===== src/rtl/acq_pkg.sv =====
// shared widths, sample and gain types and enums, imported by the acquisition RTL and testbench
`default_nettype none

package acq_pkg;

  //////////////////////////////////////////////////////////////////////
  // sample data
  //////////////////////////////////////////////////////////////////////

  localparam int unsigned ADC_W = 14;

  typedef logic signed [ADC_W-1:0] adc_smp_t;

  // saturation limits, +8191 / -8192
  localparam adc_smp_t SMP_MAX = {1'b0, {(ADC_W-1){1'b1}}};
  localparam adc_smp_t SMP_MIN = {1'b1, {(ADC_W-1){1'b0}}};

  //////////////////////////////////////////////////////////////////////
  // calibration gain, unity is 1 << GAIN_FRAC
  //////////////////////////////////////////////////////////////////////

  localparam int unsigned GAIN_W    = 16;
  localparam int unsigned GAIN_FRAC = 14;

  typedef logic signed [GAIN_W-1:0] gain_t;

  // capture control states
  typedef enum logic [1:0] {
    ACQ_IDLE    = 2'd0,
    ACQ_ARMED   = 2'd1,
    ACQ_CAPTURE = 2'd2
  } acq_state_t;

  // which debounced edge fires the trigger
  typedef enum logic {
    TRG_RISE = 1'b0,
    TRG_FALL = 1'b1
  } trg_edge_t;

endpackage : acq_pkg

`default_nettype wire

===== src/rtl/acq_top.sv =====
// acquisition front end top level, connects formatter, calibration, trigger debounce and capture FSM
`default_nettype none

module acq_top #(
  parameter int unsigned CAP_LEN    = 16,
  parameter int unsigned DEB_CYCLES = 8
) (
  // clock and reset
  input  logic                       adc_clk,
  input  logic                       top_rst,
  // converter data
  input  logic [acq_pkg::ADC_W-1:0]  adc_dat_i,
  // external trigger pin
  input  logic                       ext_trg_i,
  // static configuration
  input  acq_pkg::trg_edge_t         trg_edge_i,
  input  acq_pkg::gain_t             cfg_gain_i,
  input  acq_pkg::adc_smp_t          cfg_offset_i,
  // software control pulses
  input  logic                       arm_i,
  input  logic                       sw_trg_i,
  // captured samples and status
  output acq_pkg::adc_smp_t          smp_o,
  output logic                       smp_vld_o,
  output logic                       armed_o,
  output logic                       irq_trg_o,
  output logic                       irq_stp_o
);

  import acq_pkg::*;

  // data path between stages
  adc_smp_t fmt_smp;
  adc_smp_t cal_smp;
  // debounced trigger pulses
  logic     trg_pos;
  logic     trg_neg;

  ////////////////////////////////////////////////////////////////////////
  // data path
  ////////////////////////////////////////////////////////////////////////

  adc_format i_fmt (
    .adc_clk   (adc_clk),
    .top_rst   (top_rst),
    .adc_dat_i (adc_dat_i),
    .fmt_smp_o (fmt_smp)
  );

  calib_linear i_cal (
    .adc_clk  (adc_clk),
    .top_rst  (top_rst),
    .smp_i    (fmt_smp),
    .gain_i   (cfg_gain_i),
    .offset_i (cfg_offset_i),
    .smp_o    (cal_smp)
  );

  ////////////////////////////////////////////////////////////////////////
  // trigger and capture control
  ////////////////////////////////////////////////////////////////////////

  trig_debounce #(
    .DEB_CYCLES (DEB_CYCLES)
  ) i_deb (
    .adc_clk   (adc_clk),
    .top_rst   (top_rst),
    .pin_i     (ext_trg_i),
    .trg_pos_o (trg_pos),
    .trg_neg_o (trg_neg)
  );

  acq_fsm #(
    .CAP_LEN (CAP_LEN)
  ) i_fsm (
    .adc_clk    (adc_clk),
    .top_rst    (top_rst),
    .arm_i      (arm_i),
    .sw_trg_i   (sw_trg_i),
    .trg_pos_i  (trg_pos),
    .trg_neg_i  (trg_neg),
    .trg_edge_i (trg_edge_i),
    .smp_i      (cal_smp),
    .smp_o      (smp_o),
    .smp_vld_o  (smp_vld_o),
    .armed_o    (armed_o),
    .irq_trg_o  (irq_trg_o),
    .irq_stp_o  (irq_stp_o)
  );

endmodule : acq_top

`default_nettype wire


===== src/rtl/acq_fsm.sv =====
// oscilloscope style capture control: arm, wait for trigger, emit CAP_LEN samples, stop pulse
`default_nettype none

module acq_fsm #(
  parameter int unsigned CAP_LEN = 16
) (
  // clock and reset
  input  logic                 adc_clk,
  input  logic                 top_rst,
  // control pulses
  input  logic                 arm_i,
  input  logic                 sw_trg_i,
  // debounced external edges
  input  logic                 trg_pos_i,
  input  logic                 trg_neg_i,
  input  acq_pkg::trg_edge_t   trg_edge_i,
  // calibrated samples
  input  acq_pkg::adc_smp_t    smp_i,
  // captured stream and status
  output acq_pkg::adc_smp_t    smp_o,
  output logic                 smp_vld_o,
  output logic                 armed_o,
  output logic                 irq_trg_o,
  output logic                 irq_stp_o
);

  import acq_pkg::*;

  localparam int unsigned CNT_W = (CAP_LEN > 1) ? $clog2(CAP_LEN) : 1;
  localparam logic [CNT_W-1:0] CNT_LAST = CNT_W'(CAP_LEN - 1);

  acq_state_t       state_q;
  acq_state_t       state_d;
  logic [CNT_W-1:0] cnt_q;
  logic             trg_sel;
  logic             trg_hit;
  logic             cap_end;

  ////////////////////////////////////////////////////////////////////////
  // trigger select
  ////////////////////////////////////////////////////////////////////////

  // external edge picked by config, software trigger always counts
  assign trg_sel = (trg_edge_i == TRG_RISE) ? trg_pos_i : trg_neg_i;
  assign trg_hit = sw_trg_i | trg_sel;
  // last capture cycle
  assign cap_end = (state_q == ACQ_CAPTURE) && (cnt_q == CNT_LAST);

  ////////////////////////////////////////////////////////////////////////
  // next state
  ////////////////////////////////////////////////////////////////////////

  always_comb begin
    state_d = state_q;
    case (state_q)
      ACQ_IDLE: begin
        if (arm_i) state_d = ACQ_ARMED;
      end
      ACQ_ARMED: begin
        if (trg_hit) state_d = ACQ_CAPTURE;
      end
      ACQ_CAPTURE: begin
        if (cap_end) state_d = ACQ_IDLE;
      end
      default: state_d = ACQ_IDLE;
    endcase
  end

  ////////////////////////////////////////////////////////////////////////
  // state, counter and registered outputs
  ////////////////////////////////////////////////////////////////////////

  always_ff @(posedge adc_clk or posedge top_rst) begin
    if (top_rst) begin
      state_q   <= ACQ_IDLE;
      cnt_q     <= '0;
      smp_o     <= '0;
      smp_vld_o <= 1'b0;
      armed_o   <= 1'b0;
      irq_trg_o <= 1'b0;
      irq_stp_o <= 1'b0;
    end else begin
      state_q <= state_d;
      // counts samples already emitted
      if (state_q == ACQ_CAPTURE) begin
        cnt_q <= cnt_q + 1'b1;
      end else begin
        cnt_q <= '0;
      end
      // outputs follow next state, so first sample is one cycle after trigger
      smp_vld_o <= (state_d == ACQ_CAPTURE);
      smp_o     <= (state_d == ACQ_CAPTURE) ? smp_i : '0;
      armed_o   <= (state_d == ACQ_ARMED);
      irq_trg_o <= (state_q == ACQ_ARMED) && trg_hit;
      irq_stp_o <= cap_end;
    end
  end

endmodule : acq_fsm

`default_nettype wire


===== src/rtl/trig_debounce.sv =====
// external trigger pin debounce: two stage synchronizer, lockout timer, rise and fall pulses
`default_nettype none

module trig_debounce #(
  parameter int unsigned DEB_CYCLES = 8
) (
  // clock and reset
  input  logic  adc_clk,
  input  logic  top_rst,
  // asynchronous pin
  input  logic  pin_i,
  // one cycle edge pulses
  output logic  trg_pos_o,
  output logic  trg_neg_o
);

  // counter must hold DEB_CYCLES itself
  localparam int unsigned CNT_W = $clog2(DEB_CYCLES + 1);

  logic [1:0]       sync_q;
  logic             lvl_q;
  logic [CNT_W-1:0] cnt_q;
  logic             chg;

  ////////////////////////////////////////////////////////////////////////
  // synchronizer
  ////////////////////////////////////////////////////////////////////////

  always_ff @(posedge adc_clk or posedge top_rst) begin
    if (top_rst) begin
      sync_q <= '0;
    end else begin
      sync_q <= {sync_q[0], pin_i};
    end
  end

  // change only counts once lockout has run out
  assign chg = (sync_q[1] != lvl_q) && (cnt_q == '0);

  ////////////////////////////////////////////////////////////////////////
  // lockout timer and edge detect
  ////////////////////////////////////////////////////////////////////////

  always_ff @(posedge adc_clk or posedge top_rst) begin
    if (top_rst) begin
      lvl_q     <= 1'b0;
      cnt_q     <= '0;
      trg_pos_o <= 1'b0;
      trg_neg_o <= 1'b0;
    end else begin
      trg_pos_o <= chg &  sync_q[1];
      trg_neg_o <= chg & ~sync_q[1];
      if (chg) begin
        // accept new level, hold off bounces
        lvl_q <= sync_q[1];
        cnt_q <= CNT_W'(DEB_CYCLES);
      end else if (cnt_q != '0) begin
        cnt_q <= cnt_q - 1'b1;
      end
    end
  end

endmodule : trig_debounce

`default_nettype wire


===== src/rtl/calib_linear.sv =====
// linear calibration stage: gain multiply, fixed point shift, offset add and saturation, one cycle
`default_nettype none

module calib_linear (
  // clock and reset
  input  logic               adc_clk,
  input  logic               top_rst,
  // sample in
  input  acq_pkg::adc_smp_t  smp_i,
  // static configuration
  input  acq_pkg::gain_t     gain_i,
  input  acq_pkg::adc_smp_t  offset_i,
  // calibrated sample out
  output acq_pkg::adc_smp_t  smp_o
);

  import acq_pkg::*;

  // full width product, one extra bit for the offset sum
  localparam int unsigned MUL_W = ADC_W + GAIN_W;
  localparam int unsigned SUM_W = MUL_W + 1;

  logic signed [MUL_W-1:0] mul;
  logic signed [MUL_W-1:0] shf;
  logic signed [SUM_W-1:0] sum;
  adc_smp_t                sat;

  ////////////////////////////////////////////////////////////////////////
  // arithmetic
  ////////////////////////////////////////////////////////////////////////

  always_comb begin
    // signed operands, sign extended to product width
    mul = smp_i * gain_i;
    // drop fractional gain bits, keeps sign
    shf = mul >>> GAIN_FRAC;
    // offset sign extended to full sum width
    sum = SUM_W'(shf) + SUM_W'(offset_i);
    // clamp into sample range
    if (sum > SUM_W'(SMP_MAX)) begin
      sat = SMP_MAX;
    end else if (sum < SUM_W'(SMP_MIN)) begin
      sat = SMP_MIN;
    end else begin
      sat = adc_smp_t'(sum);
    end
  end

  ////////////////////////////////////////////////////////////////////////
  // output register
  ////////////////////////////////////////////////////////////////////////

  always_ff @(posedge adc_clk or posedge top_rst) begin
    if (top_rst) begin
      smp_o <= '0;
    end else begin
      smp_o <= sat;
    end
  end

endmodule : calib_linear

`default_nettype wire


===== src/rtl/adc_format.sv =====
// ADC input register, converts inverted offset binary from the converter to two's complement
`default_nettype none

module adc_format (
  // clock and reset
  input  logic                       adc_clk,
  input  logic                       top_rst,
  // raw converter word
  input  logic [acq_pkg::ADC_W-1:0]  adc_dat_i,
  // signed sample
  output acq_pkg::adc_smp_t          fmt_smp_o
);

  import acq_pkg::*;

  ////////////////////////////////////////////////////////////////////////
  // code conversion
  ////////////////////////////////////////////////////////////////////////

  // msb kept as is, lower bits flipped
  // inverted offset binary becomes plain two's complement this way
  adc_smp_t fmt_d;

  always_comb begin
    fmt_d = {adc_dat_i[ADC_W-1], ~adc_dat_i[ADC_W-2:0]};
  end

  ////////////////////////////////////////////////////////////////////////
  // input register
  ////////////////////////////////////////////////////////////////////////

  // one cycle latency, new sample every clock
  always_ff @(posedge adc_clk or posedge top_rst) begin
    if (top_rst) begin
      fmt_smp_o <= '0;
    end else begin
      fmt_smp_o <= fmt_d;
    end
  end

endmodule : adc_format

`default_nettype wire


===== config.mk =====
export PLATFORM = sky130hd
export DESIGN_NAME = acq_top
export DESIGN_NICKNAME = d
export VERILOG_FILES = /design/src/rtl/acq_pkg.sv /design/src/rtl/acq_top.sv /design/src/rtl/acq_fsm.sv /design/src/rtl/trig_debounce.sv /design/src/rtl/calib_linear.sv /design/src/rtl/adc_format.sv
export SDC_FILE = /design/constraint.sdc
export NUM_CORES = 1
export LEC_CHECK = 0
export ABC_CLOCK_PERIOD_IN_PS = 8900
export BUFFER_PORTS_ARGS = -buffer_cell sky130_fd_sc_hd__buf_2
export CAP_MARGIN = 25
export CORE_MARGIN = 5
export CORE_UTILIZATION = 55
export CTS_CLUSTER_SIZE = 30
export DETAILED_ROUTE_END_ITERATION = 6
export GPL_TIMING_DRIVEN = 1
export PLACE_DENSITY_LB_ADDON = 0.12
export RECOVER_POWER = 25
export SETUP_SLACK_MARGIN = 0.1
export SYNTH_ARGS = -nofsm -noshare
export SYNTH_HDL_FRONTEND = slang
export SYNTH_HIERARCHICAL = 1
export SYNTH_SLANG_ARGS = --single-unit

===== constraint.sdc =====
create_clock -name adc_clk -period 8.9 [get_ports adc_clk]
set_input_delay 0.89 -clock adc_clk [delete_from_list [all_inputs] [get_ports adc_clk]]
set_output_delay 0.89 -clock adc_clk [all_outputs]
set_load 0.02 [all_outputs]

---- Yosys cells after proc, flatten, opt, wreduce, memory -nomap -nowiden ----
Index checks and enable logic that the tools add are counted.
W data, S select, Z words.
operators by class
  $add $sub $neg .......................... 3
  $mul .................................... 1
  magnitude comparators ................... 2
  equal/unequal tests ..................... 6
  muxes and demuxes ....................... 11
  bitwise operators ....................... 5
  reduce and logical (&&, ||, !) cells .... 7
operators with widths
  operator                count
  $mux W14                3
  $gt A31 B14 Y1 const B  1
  $lt A31 B14 Y1 const B  1
  $mul A14 B16 Y30        1
  $add A16 B14 Y17        1
  $not A13 Y13            1
  $mux W4                 3
  $mux W2                 3
  $pmux W2 S3             1
  $add A4 B1 Y4 const B   1
  $eq A2 B1 Y1 const B    2
  $eq A2 B2 Y1 const B    2
  $eq A4 B4 Y1 const B    1
  $logic_not A4 Y1        1
  $reduce_bool A4 Y1      1
  $sub A4 B1 Y4 const B   1
  $logic_and A1 B1 Y1     3
  $and A1 B1 Y1           2
  $logic_not A2 Y1        1
  $reduce_bool A2 Y1      1
  $mux W1                 1
  $ne A1 B1 Y1            1
  $not A1 Y1              1
  $or A1 B1 Y1            1
storage, ports and cells
  bits in registers ....................... 61
  input bits .............................. 50
  word-level logic and storage cells ...... 49

---- Longest topological paths before layout ----
Gate-level depths: netlist of run 1.
  depth after elaboration ................. 6
  mapped depth ............................ 32
  depth with buffers taken out ............ 30

---- Hierarchy ----
The synthesis of run 1 kept the hierarchy.
by module, submodules not included
  module         times used  cells an instance  area each (µm²)  seq. area each (µm²)
  calib_linear   1           1016               9399.0           350.3
  acq_fsm        1           64                 960.9            600.6
  adc_format     1           28                 402.9            350.3
  trig_debounce  1           28                 376.6            225.2

---- Worst setup path after synthesis of run 1 ----
Ideal clock, no wire load.
  path kind ............................... input-to-reg
  from .................................... in cfg_gain_i[15]
  to ...................................... reg i_cal.smp_o[10]
  setup time .............................. 0.134 ns
  data arrival time ....................... 8.053 ns
  setup slack ............................. 0.713 ns
  cell stages on the path ................. 29
  cells stage by stage .................... clkbuf_1 nand2_1 fa_1 inv_1 fa_1 inv_1 fa_1 inv_1 fa_1 inv_1 fa_1 fa_1 inv_1 ha_1 a2111o_1 a221o_1 a31oi_1 o31ai_2 a41oi_2 a21boi_1 ha_1 nand2_1 a21oi_1 a221o_1 o21a_1 o21a_1 o21ai_1 buf_4 a21oi_1
on the way
  cells in the longest elaborated chain, start to end .. 5
RTL lines
  element                  RTL line            text
  start, declared          acq_top.sv:17       input acq_pkg::gain_t cfg_gain_i,
  $mul A14 B16 Y30 *       calib_linear.sv:34  mul = smp_i * gain_i;
  $add A16 B14 Y17 *       calib_linear.sv:38  sum = SUM_W'(shf) + SUM_W'(offset_i);
  $lt A31 B14 Y1           calib_linear.sv:42  end else if (sum < SUM_W'(SMP_MIN)) begin
  $mux W14                 calib_linear.sv:42
  $mux W14 *               calib_linear.sv:40  if (sum > SUM_W'(SMP_MAX)) begin
  named net i_cal.sat[10]  calib_linear.sv:26  adc_smp_t sat;
  end signal, assigned     calib_linear.sv:57  smp_o <= sat;
  end, declared            calib_linear.sv:14  output acq_pkg::adc_smp_t smp_o
Mark *: on every way through the listed nets, which the timed path passes. The rest lies on a longest branch.
A chain may end at the register's enable or synchronous reset.

---- Final worst setup path of run 1 ----
  from .................................... in cfg_gain_i[15]
  to ...................................... reg i_cal.smp_o[3]
The elaborated chain is that of the path after synthesis.

==> results.yml, run 1 <==
status:
  outcome: "finished, final reports clean"
worst_setup_path:
  path_max_fanout: 14
  worstPathRequired_ps: 9080
  crit_type: "in -> reg"
  endpoint_kind: "register"
  start_kind: "input port"
  critPathArrivalTime_ps: 8370
place:
  portBuffers: 67
  routabilityCongestion: 0.861
  dpl_worst_slack_ps: 119
  hpwl_um: 19800
finish:
  nNetsFinal: 1539
  antenna_cells: 0
  synthToLayoutAreaGrowth_pct: 7.49
  post_route_cells_drive_above_1_share_pct: 11.0
synthesis:
  synthArstFlopShare_pct: 100
  syn_avg_cell_area_um2: 9.81
  yosysTopAreaCell: "fa_1"
  yosys-top-cells-area: "fa_1, dfrtp_1, ha_1, inv_1, and2_1"
  ys_warn_count: 6
  ys_seq_area_share_pct: 13.7
  synth_edf_count: 0
  synth-main-ff-cell: "dfrtp_1"
  syn_inst: 1136
  ys_types: 72
  ys_ff_latch: 61
  netlist_area_um2: 11100
  synth_top_area_share_pct: 39.4
  yosysMostFrequentCell: "inv_1"
  yosys-top-cells-count: "inv_1, fa_1, and2_1"
  syn_nets: 1493
drt:
  wl_per_cell_um: 16.5
  vias_per_cell: 5.22
  drtPass1Iterations: 5
  ant_nets: 0
  wirelength_um: 24000
  drt_iter0_markers: 401
  via_count: 7601
  drc: 0
global_routing:
  grt_pass1_vias: 8215
  grt_use_total_pct: 21.4
  antenna_found_initial: 0
  grt_pass1_wl_um: 40200
  overflow: 0
  grt_max_degree: 25
die:
  core_um2: 20100
  num_rows: 52
  die-area_um2: 23200
  initial_core_util_pct: 55.4
  die_w_um: 152
  ios: 68
  die_y_um: 152
cts:
  clock_sinks: 61
  cts_tree: "yes"
  insertion_delay_ps: 330
  cts_buffers: 9
  clockBufferDepth: 2
  cts_htree_levels: 3
  path_clk_slew_ps: 50
  cts_setup_buffers: 0
  cts-root-buf: "clkbuf_16"
sta:
  setup_tns_ps: 0
  final-hold-violation-count: 0
  setup_ws_ps: 709
  final_max_slew_viol_count: 0
  rsz0062_at_grt: "false"
  setup_viol: 0
  fin_skew_ps: 9.75
  relSlewSlack_pct: 40.1
  fin_crit_sh_pct: 92.0
  worst_pin_slew_ps: 898
  fin_crit_ps: 8190
  clock.fmax_ghz: 0.122
min_path:
  hold_path.class: "reg -> reg"
job:
  maxCapViolCount: 0
## registers in the layout, indices dropped and copies added, names as in the netlist, 2 cells and up
signal,count
i_cal/smp_o,14
i_deb/cnt_q,4
i_deb/sync_q,2
i_fmt/fmt_smp_o,14
i_fsm/cnt_q,4
i_fsm/smp_o,14
i_fsm/state_q,2
## metrics by stage
stage	instance area (um^2)	hold WS [ps]	utilization, %	cells
detailed placement	11700	340	58.1	1441
finish	12000	350	59.6	1457
floorplan	11100	331	-	1136
global route	12000	354	59.6	1457
CTS	12000	357	59.6	1457
global placement	11700	346	58.1	1441
## worst paths after layout
check                                    from               to  slack (ps)  cells after the start
hold reg to reg               i_deb/sync_q[0]  i_deb/sync_q[1]         350                      0
max in group asynchronous             top_rst   i_fsm/smp_o[3]        7550                      2
min in group asynchronous             top_rst  i_deb/sync_q[0]         560                      2
setup / recovery               cfg_gain_i[15]   i_cal/smp_o[3]         710                     28
setup reg to reg           i_fmt/fmt_smp_o[2]   i_cal/smp_o[3]         730                     27
hold / removal                i_deb/sync_q[0]  i_deb/sync_q[1]         350                      0
## cells in the final DEF, fill, tap and decap left out, types with 4 or more instances in the layout
master     count
nand2b_1       8
nor3b_2        8
buf_4          4
dfrtp_1       61
ha_1          88
and2_1       115
nand3_1        9
inv_1        256
a21oi_1       30
nand2_1      112
and2_2         7
fa_1         219
buf_2         64
nor3b_1        7
o21a_1         9
xnor2_1       27
nor2_1        23
a211oi_1       5
a21o_1         9
clkbuf_16      9
o211ai_1       7
xor2_1        11
nor3_1         6
o21ai_0       15
## layout make-up
cell class                 count  area (um^2)
clock buffer                   9          225
clock inverter                 7         73.8
fill                        1820         8130
inverter                     256          961
multi-input combinational    783         8490
sequential                    61         1530
tap                          270          338
timing repair buffer          71          362
## critical path: stages
cell and delay (ps):
buf_2 230, nand2_1 140, fa_1 570, inv_1 70
fa_1 510, inv_1 110, fa_1 520, inv_1 60
fa_1 530, inv_1 50, fa_1 460, fa_1 510
inv_1 40, ha_1 350, a2111o_1 380, a221o_1 260
a31oi_1 220, o31ai_2 150, a41oi_2 300, a21boi_1 260
ha_1 320, nand2_1 100, a21oi_1 60, a221o_1 360
nor4_1 250, a21oi_1 120, o21ai_2 420, a21oi_1 140
## cell families after synthesis
logic type	Yosys count	share of synthesized area, %
AOI/OAI and AO/OA	111	7.27
xor gates and xnor gates	39	3.13
and+or+nand+nor	323	16.2
muxes	3	0.359
adders and majority gates	307	49.2
DFF	61	13.7
buffers and inverters	292	10.1
## timing repair
| item | in CTS | in global routing |
|---|---|---|
| resized for setup | 0 | 1 |
| hold buffers | 0 | 0 |
| endpoints found under the setup margin | 0 | 12 |
## per-layer routing
| metal | wire [um] | track usage [%] | vias to the layer above | share of wire (%) |
|---|---|---|---|---|
| met5 | 0 | 0 | - | 0 |
| met4 | 510 | 6.51 | 0 | 2.1 |
| met3 | 587 | 1.48 | 30 | 2.4 |
| met2 | 13000 | 39.2 | 116 | 54 |
| met1 | 9950 | 27.4 | 3919 | 41 |
| li1 | - | - | 3536 | - |
Power of run 1 is not shown: default switching activity piles up to over one toggle a cycle in this logic, so the estimate is an artifact.
==> inputs of run 2 (changes only) <==
Settings changed: ABC_CLOCK_PERIOD_IN_PS 8900 to 7400.
Clock period 8.9 ns to 7.4 ns, I/O delays scaled along.
==> results.yml, run 2 (synthesis gave the netlist of run 1 again) <==
status:
  outcome: "finished with violations"
  violations: "negative setup slack"
sta:
  final_max_slew_viol_count: 0
  setup_viol: 13
  relSlewSlack_pct: 40.0
  fin_skew_ps: 6.69
  final-hold-violation-count: 0
  clock.fmax_ghz: 0.133
  fin_crit_ps: 7520
  setup_ws_ps: -120
  rsz0062_at_grt: "true"
  setup_tns_ps: -1280
  fin_crit_sh_pct: 102
  fin_hold_ws_ps: 359
  worst_pin_slew_ps: 899
finish:
  post_route_cells_drive_above_1_share_pct: 28.4
  top_regs: "i_cal/smp_o (14), i_fmt/fmt_smp_o (14), i_fsm/smp_o (14)"
  regArea_um2: 1540
  final_cell_mix: "inv_1, fa_1, buf_4"
  layout_commonest_cell: "inv_1"
  antenna_cells: 0
  multi_input_comb_area_um2: 8890
  fillers: 1574
  synthToLayoutAreaGrowth_pct: 24.3
  nNetsFinal: 1706
cts:
  cts_htree_levels: 3
  insertion_delay_ps: 340
  cts_tree: "yes"
  ctsHoldBuffers: 0
  path_clk_slew_ps: 60
  clock_sinks: 61
  clockBufferDepth: 2
  cts_buffers: 9
  cts-root-buf: "clkbuf_16"
min_path:
  min_from: "i_deb/sync_q[0]"
  hold_path.class: "reg -> reg"
  whs_path_depth: 0
  hold-path-endpoint: "i_deb/sync_q[1]"
die:
  core_um2: 20100
  ios: 68
  initial_core_util_pct: 55.4
  die_w_um: 152
  num_rows: 52
  die_y_um: 152
  die-area_um2: 23200
worst_setup_path:
  slowest_stage: "fa_1"
  r2r-end: "i_cal/smp_o[12]"
  start_kind: "register"
  rr_worst_depth: 31
  cpMostUsedCell: "fa_1"
  reg2reg_from: "i_fmt/fmt_smp_o[2]"
  crit_type: "reg -> reg"
  endpoint_kind: "register"
  worst-path-buf-inv: 7
  path_max_fanout: 3
  cp_top_family: "adder cells"
  max_stage_delay_ps: 550
  critPathArrivalTime_ps: 7730
  r2r_slack_ps: -120
  worstPathRequired_ps: 7610
place:
  routabilityCongestion: 0.848
  hpwl_um: 20900
  portBuffers: 67
global_routing:
  grt_pass1_wl_um: 43300
  grt_pass1_vias: 9022
  grt_max_degree: 25
  antenna_found_initial: 0
  grt_use_total_pct: 22.9
  overflow: 0
drt:
  drc: 0
  drtPass1Iterations: 4
  wl_per_cell_um: 15.7
  via_count: 8268
  vias_per_cell: 5.09
  ant_nets: 0
  drt_iter0_markers: 319
  wl_met1_um: 10100
  wl_met2_um: 14200
  topRoutingLayerUsed: "met4"
  wl_met3_um: 611
  wirelength_um: 25500
job:
  maxCapViolCount: 0
-- run 2: layout make-up --
class	count	area share, %
Clock buffer	9	1.63
Clock inverter	7	0.759
Inverter	256	6.98
Multi-Input combinational cell	784	64.2
Sequential cell	61	11.1
Tap cell	270	2.44
Timing Repair Buffer	237	12.9
-- run 2: what timing repair did --
action | CTS | global route
pin swaps | 45 | 40
buffers inserted | 16 | 8
gates resized for setup | 84 | 38
setup endpoints to repair | 14 | 14
gates cloned | 1 | 0
-- run 2: stage by stage --
step / setup slack (ps) / instances / util, % / instance area, um^2
6_report: -120 / 1624 / 68.9 / 13800
5_1_grt: -431 / 1624 / 68.9 / 13800
4_1_cts: 29.6 / 1616 / 68.0 / 13700
3_5_place_dp: -678 / 1583 / 64.0 / 12900
3_3_place_gp: -579 / 1583 / 64.0 / 12900
2_1_floorplan: -34.0 / 1136 / - / 11300
-- run 2: per-layer routing --
| metal | GRT usage, % | up-vias |
|---|---|---|
| met5 | 0 | - |
| met1 | 28.4 | 4241 |
| li1 | - | 3874 |
| met3 | 1.73 | 39 |
| met4 | 6.59 | 0 |
| met2 | 42.8 | 114 |
-- run 2: how the worst max path moves through the flow --
stage	from	endpoint	slack, ps	cells past startpoint
finish	i_fmt/fmt_smp_o[2]	i_cal/smp_o[12]	-120	31
global route	i_fmt/fmt_smp_o[2]	i_cal/smp_o[12]	-430	31
CTS	i_fmt/fmt_smp_o[3]	i_cal/smp_o[12]	30	31
detailed placement	cfg_gain_i[8]	i_cal/smp_o[3]	-680	28
global placement	cfg_gain_i[7]	i_cal/smp_o[4]	-580	30
floorplan	cfg_gain_i[15]	i_cal/smp_o[10]	-30	28
Power of run 2 is left out for the same reason.
==> inputs of run 3 (changes only) <==
Settings changed: CORE_ASPECT_RATIO from default to 1.2.
==> results.yml, run 3 (synthesis gave the netlist of run 1 again) <==
die:
  initial_core_util_pct: 55.4
  ios: 68
  core_um2: 20100
  die-area_um2: 23200
  die_w_um: 140
  die_y_um: 166
  num_rows: 57
cts:
  cts_tree: "yes"
  insertion_delay_ps: 340
  cts_buffers: 9
  cts-root-buf: "clkbuf_16"
  clockBufferDepth: 2
  path_clk_slew_ps: 70
  clock_sinks: 61
  cts_htree_levels: 3
finish:
  layout_commonest_cell: "inv_1"
  regArea_um2: 1540
  antenna_cells: 0
  post_route_cells_drive_above_1_share_pct: 27.7
  fin_util_pct: 69.1
  top_regs: "i_cal/smp_o (14), i_fmt/fmt_smp_o (14), i_fsm/smp_o (14)"
  nNetsFinal: 1700
  multi_input_comb_area_um2: 8930
  synthToLayoutAreaGrowth_pct: 24.7
  stdcell_count: 1613
  final_cell_mix: "inv_1, fa_1, buf_4"
  fillers: 1579
status:
  violations: "negative setup slack"
  outcome: "finished with violations"
drt:
  vias_per_cell: 5.12
  drc: 0
  drt_iter0_markers: 379
  wl_per_cell_um: 16.4
  wirelength_um: 26500
  drtPass1Iterations: 5
  via_count: 8264
  ant_nets: 0
global_routing:
  grt_max_degree: 25
  grt_pass1_vias: 9045
  overflow: 0
  grt_pass1_wl_um: 44600
  antenna_found_initial: 0
  grt_use_total_pct: 23.8
worst_setup_path:
  cp-startpoint: "cfg_gain_i[6]"
  crit_type: "in -> reg"
  path_max_fanout: 8
  endpoint_kind: "register"
  worst-path-buf-inv: 9
  max_stage_delay_ps: 550
  start_kind: "input port"
  cpMostUsedCell: "fa_1"
  worstPathRequired_ps: 7660
  reg2reg_from: "i_fmt/fmt_smp_o[2]"
  critPathArrivalTime_ps: 7770
  slowest_stage: "fa_1"
  cp_top_family: "adder cells"
sta:
  fin_crit_sh_pct: 101
  rsz0062_at_grt: "true"
  final_max_slew_viol_count: 0
  relSlewSlack_pct: 41.9
  setup_ws_ps: -109
  fin_crit_ps: 7510
  setup_viol: 10
  clock.fmax_ghz: 0.133
  worst_pin_slew_ps: 871
  final-hold-violation-count: 0
  fin_skew_ps: 11.1
place:
  portBuffers: 67
  routabilityCongestion: 0.878
  hpwl_um: 21500
  place_inst: 1574
job:
  maxCapViolCount: 0
min_path:
  min_from: "i_deb/sync_q[0]"
  hold_path.class: "reg -> reg"
[run 3: cell count changes in the layout (fill, tap and decap cells not counted), moves of 3 or more]
cell | previous run | this run
nand2_1 | 102 | 105
ha_1 | 81 | 78
buf_4 | 161 | 149
nand2_4 | 6 | 1
inv_1 | 244 | 248
buf_2 | 51 | 54
buf_6 | 13 | 16
[run 3: layer usage]
metal | global-route usage, % | routed length, um | vias up
li1 | - | - | 3872
met1 | 29.7 | 10300 | 4175
met2 | 43.0 | 14500 | 158
met3 | 1.99 | 680 | 59
met4 | 8.89 | 1030 | 0
met5 | 0 | 0 | -
[run 3: worst register-to-register path: cells and delay by family (launching register included)]
family	cells	cell delay, ps
AOI/OAI and AO/OA	12	2230
and+or+nand+nor	3	310
DFF	1	420
buffers and inverters	10	910
adders and majority gates	8	3560
[run 3: layout make-up]
cell class | count | share of cell area [%]
well taps | 265 | 2.39
repair buffers | 230 | 12.7
multi-input cells | 785 | 64.2
inverters | 256 | 6.92
clock inverters | 7 | 1.05
clock buffers | 9 | 1.62
flip-flops and latches | 61 | 11.1
[run 3: repair_timing]
item	4_1_cts	5_1_grt
buffers inserted	13	9
hold buffers	0	0
setup endpoints to repair	14	14
pin swaps	46	46
gates resized for setup	86	28
cloned	3	0
[run 3: path summary, 6_finish.rpt]
kind,to,depth (start not counted),slack (ps)
worst max-delay path,i_cal/smp_o[8],32,-110
worst min-delay path,i_deb/sync_q[1],0,340
worst max register to register,i_cal/smp_o[8],33,-90
worst min register to register,i_deb/sync_q[1],0,340
max in group asynchronous,i_fsm/smp_vld_o,2,6220
min in group asynchronous,i_deb/lvl_q,2,410
[run 3: metrics by stage]
step / setup TNS [ps] / hold WS, ps / setup slack (ps) / instance area (um^2)
2_1_floorplan: -302 / 331 / -34.0 / 11300
3_3_place_gp: -6510 / 336 / -497 / 12900
3_5_place_dp: -7690 / 338 / -595 / 12900
4_1_cts: -373 / 341 / -65.7 / 13700
5_1_grt: -4490 / 361 / -369 / 13900
6_report: -797 / 337 / -109 / 13900
Power of run 3 is left out for the same reason.
